[src/decode_pkg.sv]
package decode_pkg;

    // fixed by the LA32 integer ISA
    localparam int XLEN           = 32;
    localparam int REG_ADDR_W     = 5;
    // rj plus rk or rd
    localparam int NUM_READ_PORTS = 2;

    // opcode fields over inst[31:15], laid out as op[31:26]_op[25:22]_op[21:20]_op[19:15]
    // ? bits are don't care and only make sense under casez
    // three register ops
    localparam logic [16:0] OPC_ADD_W     = 17'b000000_0000_01_00000;
    localparam logic [16:0] OPC_SUB_W     = 17'b000000_0000_01_00010;
    localparam logic [16:0] OPC_SLT       = 17'b000000_0000_01_00100;
    localparam logic [16:0] OPC_SLTU      = 17'b000000_0000_01_00101;
    localparam logic [16:0] OPC_NOR       = 17'b000000_0000_01_01000;
    localparam logic [16:0] OPC_AND       = 17'b000000_0000_01_01001;
    localparam logic [16:0] OPC_OR        = 17'b000000_0000_01_01010;
    localparam logic [16:0] OPC_XOR       = 17'b000000_0000_01_01011;
    localparam logic [16:0] OPC_SLL_W     = 17'b000000_0000_01_01110;
    localparam logic [16:0] OPC_SRL_W     = 17'b000000_0000_01_01111;
    localparam logic [16:0] OPC_SRA_W     = 17'b000000_0000_01_10000;
    // shift by ui5
    localparam logic [16:0] OPC_SLLI_W    = 17'b000000_0001_00_00001;
    localparam logic [16:0] OPC_SRLI_W    = 17'b000000_0001_00_01001;
    localparam logic [16:0] OPC_SRAI_W    = 17'b000000_0001_00_10001;
    // 12 bit immediate ops
    localparam logic [16:0] OPC_SLTI      = 17'b000000_1000_??_?????;
    localparam logic [16:0] OPC_SLTIU     = 17'b000000_1001_??_?????;
    localparam logic [16:0] OPC_ADDI_W    = 17'b000000_1010_??_?????;
    localparam logic [16:0] OPC_ANDI      = 17'b000000_1101_??_?????;
    localparam logic [16:0] OPC_ORI       = 17'b000000_1110_??_?????;
    localparam logic [16:0] OPC_XORI      = 17'b000000_1111_??_?????;
    // 20 bit immediate, inst[25] must be clear
    localparam logic [16:0] OPC_LU12I_W   = 17'b000101_0???_??_?????;
    localparam logic [16:0] OPC_PCADDU12I = 17'b000111_0???_??_?????;
    // loads and stores
    localparam logic [16:0] OPC_LD_B      = 17'b001010_0000_??_?????;
    localparam logic [16:0] OPC_LD_H      = 17'b001010_0001_??_?????;
    localparam logic [16:0] OPC_LD_W      = 17'b001010_0010_??_?????;
    localparam logic [16:0] OPC_ST_B      = 17'b001010_0100_??_?????;
    localparam logic [16:0] OPC_ST_H      = 17'b001010_0101_??_?????;
    localparam logic [16:0] OPC_ST_W      = 17'b001010_0110_??_?????;
    localparam logic [16:0] OPC_LD_BU     = 17'b001010_1000_??_?????;
    localparam logic [16:0] OPC_LD_HU     = 17'b001010_1001_??_?????;
    // jumps and branches, only op[31:26] counts
    localparam logic [16:0] OPC_JIRL      = 17'b010011_????_??_?????;
    localparam logic [16:0] OPC_B         = 17'b010100_????_??_?????;
    localparam logic [16:0] OPC_BL        = 17'b010101_????_??_?????;
    localparam logic [16:0] OPC_BEQ       = 17'b010110_????_??_?????;
    localparam logic [16:0] OPC_BNE       = 17'b010111_????_??_?????;
    localparam logic [16:0] OPC_BLT       = 17'b011000_????_??_?????;
    localparam logic [16:0] OPC_BGE       = 17'b011001_????_??_?????;
    localparam logic [16:0] OPC_BLTU      = 17'b011010_????_??_?????;
    localparam logic [16:0] OPC_BGEU      = 17'b011011_????_??_?????;

    typedef enum logic [3:0] {
        ALU_ADD, ALU_SUB, ALU_SLT, ALU_SLTU, ALU_AND, ALU_NOR,
        ALU_OR, ALU_XOR, ALU_SLL, ALU_SRL, ALU_SRA, ALU_LUI
    } alu_op_e;

    // nine kinds, so four bits
    typedef enum logic [3:0] {
        MEM_NONE, MEM_LD_B, MEM_LD_H, MEM_LD_W, MEM_LD_BU,
        MEM_LD_HU, MEM_ST_B, MEM_ST_H, MEM_ST_W
    } mem_op_e;

    typedef enum logic [3:0] {
        BR_NONE, BR_B, BR_BL, BR_JIRL, BR_BEQ,
        BR_BNE, BR_BLT, BR_BGE, BR_BLTU, BR_BGEU
    } br_op_e;

    typedef struct packed {
        logic [XLEN-1:0] pc;
        logic [XLEN-1:0] inst;
    } fetch_bundle_t;

    // one in-flight producer seen from decode
    typedef struct packed {
        logic                  valid;
        logic                  we;
        logic [REG_ADDR_W-1:0] dest;
        logic                  is_load;
        // memory stage already holds the load data
        logic                  data_ready;
        logic [XLEN-1:0]       wdata;
    } bypass_t;

    typedef struct packed {
        logic                  we;
        logic [REG_ADDR_W-1:0] waddr;
        logic [XLEN-1:0]       wdata;
    } rf_write_t;

    typedef struct packed {
        logic                  en;
        logic [REG_ADDR_W-1:0] addr;
    } read_req_t;

    typedef struct packed {
        alu_op_e               alu_op;
        mem_op_e               mem_op;
        br_op_e                br_op;
        logic                  src1_is_pc;
        logic                  src2_is_imm;
        logic                  gr_we;
        logic [REG_ADDR_W-1:0] dest;
        logic [XLEN-1:0]       imm;
        logic                  illegal;
    } decode_ctrl_t;

    typedef struct packed {
        logic [XLEN-1:0] pc;
        decode_ctrl_t    ctrl;
        logic [XLEN-1:0] rj_value;
        logic [XLEN-1:0] rkd_value;
    } issue_bundle_t;

    typedef struct packed {
        logic            taken;
        logic [XLEN-1:0] target;
    } redirect_t;

endpackage

[src/branch_unit.sv]
`timescale 1ns/1ps

module branch_unit import decode_pkg::*; (
    input  logic [XLEN-1:0] pc,
    input  br_op_e          br_op,
    input  logic [XLEN-1:0] offset,
    input  logic [XLEN-1:0] rj_value,
    input  logic [XLEN-1:0] rkd_value,
    output redirect_t       result
);

    logic [XLEN:0]   diff;
    logic            eq;
    logic            lt_s;
    logic            lt_u;
    logic            taken;
    logic [XLEN-1:0] base;

    // rj - rkd as rj + ~rkd + 1, carry out in the top bit
    assign diff = {1'b0, rj_value} + {1'b0, ~rkd_value} + (XLEN+1)'(1);
    assign eq   = (diff[XLEN-1:0] == '0);
    // carry set means no borrow, rj >= rkd unsigned
    assign lt_u = !diff[XLEN];
    // signs differ: the negative one is smaller
    // signs equal: sign of the difference decides
    assign lt_s = (rj_value[XLEN-1] != rkd_value[XLEN-1]) ? rj_value[XLEN-1]
                                                           : diff[XLEN-1];

    always_comb begin
        case (br_op)
            BR_B, BR_BL, BR_JIRL: taken = 1'b1;
            BR_BEQ:               taken = eq;
            BR_BNE:               taken = !eq;
            BR_BLT:               taken = lt_s;
            BR_BGE:               taken = !lt_s;
            BR_BLTU:              taken = lt_u;
            BR_BGEU:              taken = !lt_u;
            default:              taken = 1'b0;
        endcase
    end

    // jirl is register relative, the rest pc relative
    assign base          = (br_op == BR_JIRL) ? rj_value : pc;
    assign result.taken  = taken;
    assign result.target = base + offset;

endmodule

[src/decode_stage.sv]
`timescale 1ns/1ps

module decode_stage import decode_pkg::*; (
    input  logic          clk,
    input  logic          reset,
    input  logic          fetch_valid,
    output logic          fetch_ready,
    input  fetch_bundle_t fetch,
    input  bypass_t       ex_bypass,
    input  bypass_t       mem_bypass,
    input  rf_write_t     wb_write,
    output logic          issue_valid,
    input  logic          issue_ready,
    output issue_bundle_t issue,
    output redirect_t     redirect
);

    fetch_bundle_t         held;
    logic                  held_valid;
    decode_ctrl_t          ctrl;
    read_req_t             read_req [NUM_READ_PORTS];
    logic [REG_ADDR_W-1:0] rf_raddr [NUM_READ_PORTS];
    logic [XLEN-1:0]       rf_rdata [NUM_READ_PORTS];
    logic [XLEN-1:0]       fwd_value [NUM_READ_PORTS];
    logic [NUM_READ_PORTS-1:0] port_hazard;
    logic                  issue_fire;
    logic [XLEN-1:0]       off16;
    logic [XLEN-1:0]       off26;
    logic                  br_is_far;
    redirect_t             br_result;

    // stage handshake
    // any port waiting on a load holds the word back
    assign issue_valid = held_valid && !(|port_hazard);
    assign issue_fire  = issue_valid && issue_ready;
    assign fetch_ready = !held_valid || issue_fire;

    always_ff @(posedge clk) begin
        if (reset) begin
            held_valid <= 1'b0;
        end else if (fetch_ready) begin
            held_valid <= fetch_valid;
        end
    end

    // payload only moves on an accepted transfer
    always_ff @(posedge clk) begin
        if (fetch_valid && fetch_ready) begin
            held <= fetch;
        end
    end

    inst_decoder i_inst_decoder (
        .inst     (held.inst),
        .ctrl     (ctrl),
        .read_req (read_req)
    );

    regfile i_regfile (
        .clk   (clk),
        .raddr (rf_raddr),
        .rdata (rf_rdata),
        .write (wb_write)
    );

    // one forwarding mux per source operand
    for (genvar p = 0; p < NUM_READ_PORTS; p++) begin : g_port
        assign rf_raddr[p] = read_req[p].addr;

        operand_forward i_operand_forward (
            .req        (read_req[p]),
            .rf_data    (rf_rdata[p]),
            .ex_bypass  (ex_bypass),
            .mem_bypass (mem_bypass),
            .wb_write   (wb_write),
            .value      (fwd_value[p]),
            .hazard     (port_hazard[p])
        );
    end

    // ctrl.imm holds the link constant for bl and jirl
    // so the jump offset comes straight from the word
    assign off16     = {{14{held.inst[25]}}, held.inst[25:10], 2'b00};
    assign off26     = {{4{held.inst[9]}}, held.inst[9:0], held.inst[25:10], 2'b00};
    assign br_is_far = (ctrl.br_op == BR_B) || (ctrl.br_op == BR_BL);

    branch_unit i_branch_unit (
        .pc        (held.pc),
        .br_op     (ctrl.br_op),
        .offset    (br_is_far ? off26 : off16),
        .rj_value  (fwd_value[0]),
        .rkd_value (fwd_value[1]),
        .result    (br_result)
    );

    assign issue.pc        = held.pc;
    assign issue.ctrl      = ctrl;
    assign issue.rj_value  = fwd_value[0];
    assign issue.rkd_value = fwd_value[1];

    // fetch redirect only once the branch actually leaves decode
    assign redirect.taken  = issue_fire && br_result.taken;
    assign redirect.target = br_result.target;

    // an offered bundle waits unchanged for the sink
    a_issue_stable: assert property (@(posedge clk) disable iff (reset)
        issue_valid && !issue_ready |=> $stable(issue))
        else $error("issue bundle changed while stalled by the sink");

    // fetch side keeps an unaccepted word in place
    a_fetch_stable: assert property (@(posedge clk) disable iff (reset)
        fetch_valid && !fetch_ready |=> fetch_valid && $stable(fetch))
        else $error("fetch bundle dropped or changed before acceptance");

endmodule

[src/inst_decoder.sv]
`timescale 1ns/1ps

module inst_decoder import decode_pkg::*; (
    input  logic [XLEN-1:0] inst,
    output decode_ctrl_t    ctrl,
    output read_req_t       read_req [NUM_READ_PORTS]
);

    // operand and immediate layout of a word
    typedef enum logic [3:0] {
        // outside the subset
        F_ILL,
        F_3R,
        F_UI5,
        // rj + si12, alu op or load
        F_SI12,
        F_UI12,
        // store, rd is the data source
        F_ST,
        F_LUI,
        F_PCADD,
        F_JIRL,
        F_B,
        F_BL,
        // conditional branch, rj against rd
        F_BCC
    } fmt_e;

    typedef struct packed {
        fmt_e    fmt;
        alu_op_e alu;
        mem_op_e mem;
        br_op_e  br;
    } op_info_t;

    op_info_t              info;
    logic [REG_ADDR_W-1:0] rd;
    logic [REG_ADDR_W-1:0] rj;
    logic [REG_ADDR_W-1:0] rk;
    logic [XLEN-1:0]       imm;
    logic                  rj_used;
    logic                  rkd_used;
    logic                  rd_is_src;

    // register fields sit at the same place in every format
    assign rd = inst[4:0];
    assign rj = inst[9:5];
    assign rk = inst[14:10];

    // one opcode match per kept instruction
    always_comb begin
        unique casez (inst[31:15])
            OPC_ADD_W:     info = '{F_3R, ALU_ADD, MEM_NONE, BR_NONE};
            OPC_SUB_W:     info = '{F_3R, ALU_SUB, MEM_NONE, BR_NONE};
            OPC_SLT:       info = '{F_3R, ALU_SLT, MEM_NONE, BR_NONE};
            OPC_SLTU:      info = '{F_3R, ALU_SLTU, MEM_NONE, BR_NONE};
            OPC_NOR:       info = '{F_3R, ALU_NOR, MEM_NONE, BR_NONE};
            OPC_AND:       info = '{F_3R, ALU_AND, MEM_NONE, BR_NONE};
            OPC_OR:        info = '{F_3R, ALU_OR, MEM_NONE, BR_NONE};
            OPC_XOR:       info = '{F_3R, ALU_XOR, MEM_NONE, BR_NONE};
            OPC_SLL_W:     info = '{F_3R, ALU_SLL, MEM_NONE, BR_NONE};
            OPC_SRL_W:     info = '{F_3R, ALU_SRL, MEM_NONE, BR_NONE};
            OPC_SRA_W:     info = '{F_3R, ALU_SRA, MEM_NONE, BR_NONE};
            OPC_SLLI_W:    info = '{F_UI5, ALU_SLL, MEM_NONE, BR_NONE};
            OPC_SRLI_W:    info = '{F_UI5, ALU_SRL, MEM_NONE, BR_NONE};
            OPC_SRAI_W:    info = '{F_UI5, ALU_SRA, MEM_NONE, BR_NONE};
            OPC_SLTI:      info = '{F_SI12, ALU_SLT, MEM_NONE, BR_NONE};
            OPC_SLTIU:     info = '{F_SI12, ALU_SLTU, MEM_NONE, BR_NONE};
            OPC_ADDI_W:    info = '{F_SI12, ALU_ADD, MEM_NONE, BR_NONE};
            OPC_ANDI:      info = '{F_UI12, ALU_AND, MEM_NONE, BR_NONE};
            OPC_ORI:       info = '{F_UI12, ALU_OR, MEM_NONE, BR_NONE};
            OPC_XORI:      info = '{F_UI12, ALU_XOR, MEM_NONE, BR_NONE};
            OPC_LU12I_W:   info = '{F_LUI, ALU_LUI, MEM_NONE, BR_NONE};
            OPC_PCADDU12I: info = '{F_PCADD, ALU_ADD, MEM_NONE, BR_NONE};
            // address is always rj + si12 through the adder
            OPC_LD_B:      info = '{F_SI12, ALU_ADD, MEM_LD_B, BR_NONE};
            OPC_LD_H:      info = '{F_SI12, ALU_ADD, MEM_LD_H, BR_NONE};
            OPC_LD_W:      info = '{F_SI12, ALU_ADD, MEM_LD_W, BR_NONE};
            OPC_LD_BU:     info = '{F_SI12, ALU_ADD, MEM_LD_BU, BR_NONE};
            OPC_LD_HU:     info = '{F_SI12, ALU_ADD, MEM_LD_HU, BR_NONE};
            OPC_ST_B:      info = '{F_ST, ALU_ADD, MEM_ST_B, BR_NONE};
            OPC_ST_H:      info = '{F_ST, ALU_ADD, MEM_ST_H, BR_NONE};
            OPC_ST_W:      info = '{F_ST, ALU_ADD, MEM_ST_W, BR_NONE};
            // link value pc + 4 also goes through the adder
            OPC_JIRL:      info = '{F_JIRL, ALU_ADD, MEM_NONE, BR_JIRL};
            OPC_B:         info = '{F_B, ALU_ADD, MEM_NONE, BR_B};
            OPC_BL:        info = '{F_BL, ALU_ADD, MEM_NONE, BR_BL};
            OPC_BEQ:       info = '{F_BCC, ALU_ADD, MEM_NONE, BR_BEQ};
            OPC_BNE:       info = '{F_BCC, ALU_ADD, MEM_NONE, BR_BNE};
            OPC_BLT:       info = '{F_BCC, ALU_ADD, MEM_NONE, BR_BLT};
            OPC_BGE:       info = '{F_BCC, ALU_ADD, MEM_NONE, BR_BGE};
            OPC_BLTU:      info = '{F_BCC, ALU_ADD, MEM_NONE, BR_BLTU};
            OPC_BGEU:      info = '{F_BCC, ALU_ADD, MEM_NONE, BR_BGEU};
            default:       info = '{F_ILL, ALU_ADD, MEM_NONE, BR_NONE};
        endcase
    end

    // immediate by format
    always_comb begin
        case (info.fmt)
            F_UI5:          imm = {{(XLEN-REG_ADDR_W){1'b0}}, rk};
            F_SI12, F_ST:   imm = {{20{inst[21]}}, inst[21:10]};
            F_UI12:         imm = {20'b0, inst[21:10]};
            F_LUI, F_PCADD: imm = {inst[24:5], 12'b0};
            // link address offset
            F_JIRL, F_BL:   imm = XLEN'(4);
            F_BCC:          imm = {{14{inst[25]}}, inst[25:10], 2'b00};
            // offs26 is split, high part in inst[9:0]
            F_B:            imm = {{4{inst[9]}}, inst[9:0], inst[25:10], 2'b00};
            default:        imm = '0;
        endcase
    end

    assign rj_used   = info.fmt inside {F_3R, F_UI5, F_SI12, F_UI12, F_ST, F_JIRL, F_BCC};
    assign rkd_used  = info.fmt inside {F_3R, F_ST, F_BCC};
    assign rd_is_src = info.fmt inside {F_ST, F_BCC};

    assign ctrl.alu_op      = info.alu;
    assign ctrl.mem_op      = info.mem;
    assign ctrl.br_op       = info.br;
    assign ctrl.src1_is_pc  = info.fmt inside {F_PCADD, F_JIRL, F_BL};
    assign ctrl.src2_is_imm = !(info.fmt inside {F_ILL, F_3R, F_B, F_BCC});
    // no write for stores, plain branches and unknown words
    assign ctrl.gr_we       = !(info.fmt inside {F_ILL, F_ST, F_B, F_BCC});
    // bl links into r1
    assign ctrl.dest        = (info.fmt == F_BL) ? REG_ADDR_W'(1) : rd;
    assign ctrl.imm         = imm;
    assign ctrl.illegal     = (info.fmt == F_ILL);

    // port 0 is rj, port 1 is rk or rd
    assign read_req[0].en   = rj_used;
    assign read_req[0].addr = rj;
    assign read_req[1].en   = rkd_used;
    assign read_req[1].addr = rd_is_src ? rd : rk;

endmodule

[src/operand_forward.sv]
`timescale 1ns/1ps

module operand_forward import decode_pkg::*; (
    input  read_req_t       req,
    input  logic [XLEN-1:0] rf_data,
    input  bypass_t         ex_bypass,
    input  bypass_t         mem_bypass,
    input  rf_write_t       wb_write,
    output logic [XLEN-1:0] value,
    output logic            hazard
);

    logic ex_hit;
    logic mem_hit;
    logic wb_hit;

    // live producer writing the nonzero register this port reads
    function automatic logic stage_hit(input bypass_t p, input read_req_t r);
        return r.en && p.valid && p.we && (p.dest != '0) && (p.dest == r.addr);
    endfunction

    assign ex_hit  = stage_hit(ex_bypass, req);
    assign mem_hit = stage_hit(mem_bypass, req);
    // writeback port has no valid bit, we alone qualifies it
    assign wb_hit  = req.en && wb_write.we && (wb_write.waddr != '0) &&
                     (wb_write.waddr == req.addr);

    // youngest producer first
    always_comb begin
        if (ex_hit) begin
            value = ex_bypass.wdata;
        end else if (mem_hit) begin
            value = mem_bypass.wdata;
        end else if (wb_hit) begin
            value = wb_write.wdata;
        end else begin
            value = rf_data;
        end
    end

    // load in execute never has data yet
    // load in memory only once data_ready is up
    assign hazard = (ex_hit && ex_bypass.is_load) ||
                    (mem_hit && mem_bypass.is_load && !mem_bypass.data_ready);

endmodule

[src/regfile.sv]
`timescale 1ns/1ps

module regfile import decode_pkg::*; (
    input  logic                  clk,
    input  logic [REG_ADDR_W-1:0] raddr [NUM_READ_PORTS],
    output logic [XLEN-1:0]       rdata [NUM_READ_PORTS],
    input  rf_write_t             write
);

    logic [XLEN-1:0] regs [2**REG_ADDR_W];

    // single write port, updated at the edge
    always_ff @(posedge clk) begin
        if (write.we) begin
            regs[write.waddr] <= write.wdata;
        end
    end

    // reads are combinational
    // a same-cycle write is seen through writeback forwarding instead
    always_comb begin
        for (int p = 0; p < NUM_READ_PORTS; p++) begin
            // r0 is hardwired zero whatever the array holds
            if (raddr[p] == '0) begin
                rdata[p] = '0;
            end else begin
                rdata[p] = regs[raddr[p]];
            end
        end
    end

endmodule

[config.mk]
export PLATFORM = sky130hd
export DESIGN_NAME = decode_stage
export DESIGN_NICKNAME = d
export VERILOG_FILES = /design/src/decode_pkg.sv /design/src/branch_unit.sv /design/src/decode_stage.sv /design/src/inst_decoder.sv /design/src/operand_forward.sv /design/src/regfile.sv
export SDC_FILE = /design/constraint.sdc
export NUM_CORES = 2
export LEC_CHECK = 0
export BUFFER_PORTS_ARGS = -buffer_cell sky130_fd_sc_hd__buf_4
export CORE_MARGIN = 10
export CORE_UTILIZATION = 56
export DETAILED_ROUTE_END_ITERATION = 8
export PLACE_DENSITY = 0.77
export SLEW_MARGIN = 20
export SYNTH_ARGS = -nofsm -noshare
export SYNTH_HDL_FRONTEND = slang
export SYNTH_SLANG_ARGS = --single-unit
[constraint.sdc]
create_clock -name clk -period 8.1 [get_ports clk]
set_clock_uncertainty 0.15 [all_clocks]
set_input_delay 0.405 -clock clk [delete_from_list [all_inputs] [get_ports clk]]
set_output_delay 0.405 -clock clk [all_outputs]
set_load 0.01 [all_outputs]
======== Word-level counts from Yosys, hierarchy flattened ========
Memory sizes are Yosys's and may differ from the RTL's. A register that Yosys moved wholly into a read port is not among the register bits.
Index checks and enable logic that the tools add are counted.
W data, S select, Z words.
operators by class
  muxes and demuxes ....................... 19
  bitwise logic cells ..................... 1
  reduce and logical (&&, ||, !) cells .... 62
  add/subtract/negate cells ............... 3
  eq/ne operators ......................... 66
operators with widths
  cell                     count
  $pmux W16 S39            1
  $mux W32                 10
  $pmux W32 S7             1
  $eq A17 B6 Y1 const B    11
  $eq A10 B8 Y1 const B    8
  $eq A10 B4 Y1 const B    6
  $eq A6 B5 Y1 const B     9
  $eq A17 B8 Y1 const B    3
  $add A32 B32 Y33         1
  $add A33 B1 Y33 const B  1
  $add A32 B32 Y32         1
  $eq A4 B3 Y1 const B     8
  $logic_and A1 B1 Y1      32
  $logic_not A32 Y1        1
  $not A32 Y32             1
  $eq A5 B5 Y1             6
  $eq A4 B4 Y1 const B     6
  $eq A4 B2 Y1 const B     4
  $mux W5                  3
  $reduce_bool A5 Y1       3
  $eq A7 B4 Y1 const B     2
  $logic_not A5 Y1         2
  $eq A4 B1 Y1 const B     2
  $logic_not A1 Y1         8
  other kinds (11)         21
storage, ports and cells
  input port bits ......................... 188
  bits in registers ....................... 65
  memory bits (writable) .................. 1024
  memories kept ........................... 1
  output and inout port bits .............. 184
  logic and storage cells ................. 155
memory list
  name            words  bits a word  read ports  clocked after memory_dff  wr ports  RTL line       text
  i_regfile.regs  32     32           2           1                         1         regfile.sv:10  logic [XLEN-1:0] regs [2**REG_ADDR_W];

======== Longest topological paths before layout ========
  depth in word-level cells ............... 18
  gate-level depth with buffers ........... 36
  depth with buffers taken out ............ 30

======== By module ========
Synthesis repeated with hierarchy kept, for this count alone.
unflattened totals
  cells, all modules ...................... 3722
  area, all modules ....................... 57780.4 um^2
modules (own cells, without submodules)
  module           instances  area each (um^2)  seq. area each (um^2)  cells each
  regfile          1          46960.0           30749.5                2400
  branch_unit      1          4232.8            0.0                    586
  operand_forward  2          1371.3            0.0                    186
  decode_stage     1          2356.0            1941.9                 121
  inst_decoder     1          1488.9            0.0                    243

======== Least setup slack after synthesis ========
OpenSTA, ideal clock, no wires.
  path kind ............................... register to output
  from .................................... register held[26] (netlist bit)
  to ...................................... output redirect[32] (netlist bit)
  cell stages (with the launch flop) ...... 35
  required time ........................... 7.545 ns
  buffers on the path ..................... 5
  data arrival time ....................... 7.216 ns
  path slack .............................. 0.329 ns
  cells stage by stage .................... edfxtp_1 -> buf_2 -> and4bb_1 -> a41oi_1 -> and2_1 -> or4_1 -> buf_4 -> buf_6 -> buf_4 -> mux2i_1 -> mux4_2 -> a22oi_1 -> nand3_1 -> a31o_1 -> ha_1 -> clkbuf_1 -> nand2_1 -> o211ai_1 -> a311o_1 -> o21ai_0 -> and2_1 -> o211ai_1 -> a21oi_1 -> o21ai_0 -> a21oi_1 -> fa_1 -> nand2_1 -> a311oi_1 -> nand4_1 -> nor4_1 -> nor4b_1 -> nand4_1 -> nor4_1 -> or4b_1 -> nand2_1
RTL lines
  item                    RTL line            text
  from (decl)             decode_stage.sv:18  fetch_bundle_t held;
  from (signal assigned)  decode_stage.sv:49  held <= fetch;
  to (decl)               decode_stage.sv:15  output redirect_t redirect

==> summary.md <==
| Metric | Value |
|---|---|
| Top_reg_cell synth | `edfxtp_1` |
| Largest net degree at the start of global routing | `46` |
| Synth Area in Adders | `1.39%` |
| Status | `finished, violations left` |
| Critical Path Fanout Max | `6` |
| Worst skew pair latency | `0.77 ns` |
| Global-route wire length before repair | `314 mm` |
| CP most frequent cell | `buf_4` |
| Startpoint type of the worst setup path | `flop` |
| Nets | `5187` |
| Failing checks | `setup timing` |
| M1 GR Usage | `46.3%` |
| # IOs | `around 370` |
| Post-route setup TNS | `-1.27 ns` |
| Global Route met3 Usage | `between 10% and 20%` |
| Routed vias/inst | `6.99` |
| Core box area | `105000 µm²` |
| Mapped Cells | `just over 4000` |
| Xor/xnor share of the synthesized area | `1.04%` |
| Period Utilization, post-route | `116%` |
| Starting Density | `a little under three fifths` |
| Yosys warns | `0` |
| Tightest Hold Check Type | `primary input to flop` |
| Worst Tran Pin Value | `1.04 ns` |
| Clock slew at reported path FFs | `0.07 ns` |
| LEAKAGE | `27.8 nW` |
| Critical Path RT | `around 7.6 ns` |
| Post-synthesis simple-gate area fraction | `5.74%` |
| Register area share after synthesis | `55.5%` |
| Syn_nets | `roughly 4300` |
| Crit path time final | `9.37 ns` |
| DR iter-0 viols | `6626` |
| Clock Tree Buf Depth | `3` |
| Crit-path slowest cell | `or4_4` |
| Initial antenna violation count | `9` |
| Yosys reg bits | `1094` |
| Achievable Freq | `0.107 GHz` |
| Post-DRT Antenna Nets | `0` |
| CP Class | `flop to output pin` |
| Post-Route WL | `221 mm` |
| PortBufs | `370` |
| Max-Cap Viols | `0` |
| CTS root buf | `clkbuf_16` |
| Multiplexer area fraction after synthesis | `24.9%` |
| Final RePlAce weighted congestion | `1.04` |
| EDFF count, synth | `approximately 1100` |
| Peak supply drop | `197 µV` |
| Crit. End Element | `output pin` |
| Syn Area/Cell | `14.7 µm²` |
| Hpwl dp | `144 mm` |
| Die width | `345 µm` |
| Async S/R FF share, synth | `0%` |
| CTS tree | `built` |
| Aggregate global routing overflow | `0` |
| Worst rel slew slack | `30.3%` |
| Synth unique cells | `98` |
| Pins Over Slew Limit | `0` |
| Max incr delay on CP | `0.55 ns` |
| Largest family of logic cells by synthesized area | `multiplexers` |
| Vias in the first global route | `about 45000` |
| Most Crowded Layer GR | `met2` |
| Worst EP arrival | `8.81 ns` |
| Met2 capacity usage during global routing | `between 50% and 60%` |
| # fillers | `6748` |
| Cell Area, Synth | `slightly below 60000 µm²` |
| Hold Violations, Final | `0` |
| Post-synthesis compound-gate area fraction | `8.53%` |
| Pre-antenna DRT Iters | `6` |
| Die area | `119000 µm²` |
| Tot Pwr | `0.0163 W` |
| RSZ-0062 raised after global routing | `true` |
| Via count | `about 45000` |
| DRC errors left | `0` |
| Die Span Y | `345 µm` |
| CTS buffer count | `approximately 110` |
| Pwr per Cell Area | `approximately 220 nW/µm²` |
| Clock sink total | `1094` |
| Setup ws final | `-1.27 ns` |
| Area Overhead vs Synth | `25.1%` |
| Setup-failing EPs final | `1` |
| DR WL/cell | `34.4 µm` |
| Core Rows | `119` |
| Final core utilization | `70.5%` |
| Fraction of layout cells with a size suffix above 1 | `34.5%` |
| Total Routing Usage GR | `36.4%` |
| H-tree levels | `3` |
-- state kept, by name, summed over array words and instances, names as in the netlist, named ones only --
register and count:
held_valid 1, issue 32, held 32, i_regfile.regs 1024
-- path summary, 6_finish.rpt --
check                                  from  cells past startpoint  slack [ns]      endpoint
worst max-delay path               held[26]                     36       -1.27  redirect[32]
worst min-delay path            issue_ready                      4        0.08          flop
worst max register to register     held[28]                     16        2.98    issue[122]
worst min register to register      held[6]                      1        0.61          flop
-- Yosys cell counts (10+ instances only) --
library cell | count | share of area, %
nand3b_1 | 37 | 0.47
o211ai_1 | 13 | 0.17
mux4_2 | 380 | 14
nor4_1 | 17 | 0.18
nand2_1 | 274 | 1.7
a22o_1 | 18 | 0.27
a21oi_1 | 116 | 0.98
mux2_2 | 11 | 0.21
inv_1 | 39 | 0.25
a211o_1 | 12 | 0.18
o21a_1 | 27 | 0.34
xnor2_1 | 38 | 0.56
a32oi_1 | 62 | 0.92
buf_4 | 61 | 0.77
a22oi_1 | 64 | 0.81
nand4_1 | 13 | 0.14
a31o_1 | 28 | 0.41
o31ai_1 | 23 | 0.29
clkbuf_1 | 164 | 1.0
nand2b_1 | 31 | 0.33
and3_1 | 10 | 0.11
a211oi_1 | 15 | 0.19
nor2_1 | 180 | 1.1
nor3_1 | 23 | 0.19
buf_2 | 84 | 0.71
mux2i_1 | 592 | 10
o2bb2ai_1 | 30 | 0.44
a221o_1 | 16 | 0.27
nand3_1 | 48 | 0.41
ha_1 | 61 | 1.3
o22ai_1 | 12 | 0.13
nor2b_1 | 17 | 0.18
o21ai_0 | 154 | 1.3
xor2_1 | 32 | 0.47
and2_1 | 13 | 0.14
a31oi_1 | 51 | 0.54
buf_1 | 15 | 0.095
a21o_1 | 23 | 0.29
edfxtp_1 | 1088 | 55
-- worst max-delay path: cells and delay by family, from the launching register on --
family / cells / cell delay, ns
adder cells (fa/ha/maj): 2 / 0.79
AND/OR/NAND/NOR: 14 / 3.18
flip-flops: 1 / 0.42
buffers and inverters: 7 / 1.15
AO/OA/AOI/OAI: 11 / 1.82
multiplexers: 2 / 0.63
-- logic make-up (layout without fill, tap and decap cells) --
family                     count (synthesis)  in the layout
DFF                                     1094           1094
muxes                                    990            990
AOI/OAI and AO/OA                        728            728
and+or+nand+nor                          711            711
buffers and inverters                    369           1371
xor gates and xnor gates                  70             70
adders and majority gates                 64             64
other                                      0              4
-- final cells by class --
cell class                      instances  area [µm²]  share of cell area [%]
Multi-Input combinational cell       2563       25400                    34.3
Inverter                               41         154                   0.208
Timing Repair Buffer                 1123        9800                    13.2
Sequential cell                      1094       32800                    44.4
Tap cell                             1391        1740                    2.35
Clock inverter                         82        1220                    1.65
Antenna cell                            4        10.0                  0.0135
Clock buffer                          125        2850                    3.86
-- metrics by stage --
step / worst slack [ns] / cells / hold WS, ns / instance area [µm²]
finish: -1.27 / 6423 / 0.0780 / 74000
global route: -1.57 / 6420 / 0.0873 / 73900
CTS: -0.990 / 6408 / 0.0619 / 73700
detailed placement: -0.979 / 6078 / 0.413 / 67900
global placement: -1.02 / 6078 / 0.410 / 67900
floorplan: 0.329 / 4026 / 0.324 / 59100
-- report_power, final --
part | total [W] | internal [W] | switching, W
registers | 0.00638 | 0.00632 | 0.0000665
clock network | 0.00573 | 0.00339 | 0.00234
logic | 0.00414 | 0.00190 | 0.00224
total | 0.0163 | 0.0116 | 0.00465
-- cell usage in the layout (no fill, tap or decap), types with 17 or more instances in the layout --
cell type	n
buf_12	73
nand3b_1	37
dlygate4sd3_1	99
clkbuf_16	112
a22o_1	18
clkinv_2	18
a21oi_1	113
bufinv_16	26
inv_1	38
ha_1	55
a22oi_1	54
nor2_4	40
a32oi_1	60
o21ai_0	138
xor2_1	32
clkinv_1	19
mux2i_1	588
nand2b_1	31
nand2_1	270
mux4_2	380
o2bb2ai_1	30
nor2b_1	17
o21a_1	25
a31oi_1	48
a31o_1	26
buf_4	933
nand3_1	40
xnor2_1	38
a21o_1	22
edfxtp_1	1088
nor2_1	140
o31ai_1	21
nor3_1	22
-- metal layers --
metal	wire, µm	vias to the layer above
met5	45	-
met4	15500	6
met3	32600	821
met2	98200	3674
met1	74300	22300
li1	-	18200
-- what timing repair did --
item | in CTS | in global routing
endpoints found under the setup margin | 5 | 7
pin swaps | 36 | 29
resized for setup | 86 | 22
gates cloned | 7 | 0
hold buffers | 99 | 0
setup buffers | 17 | 10
hold endpoints to repair | 1094 | 0
Power figures use the tool's default switching activity.
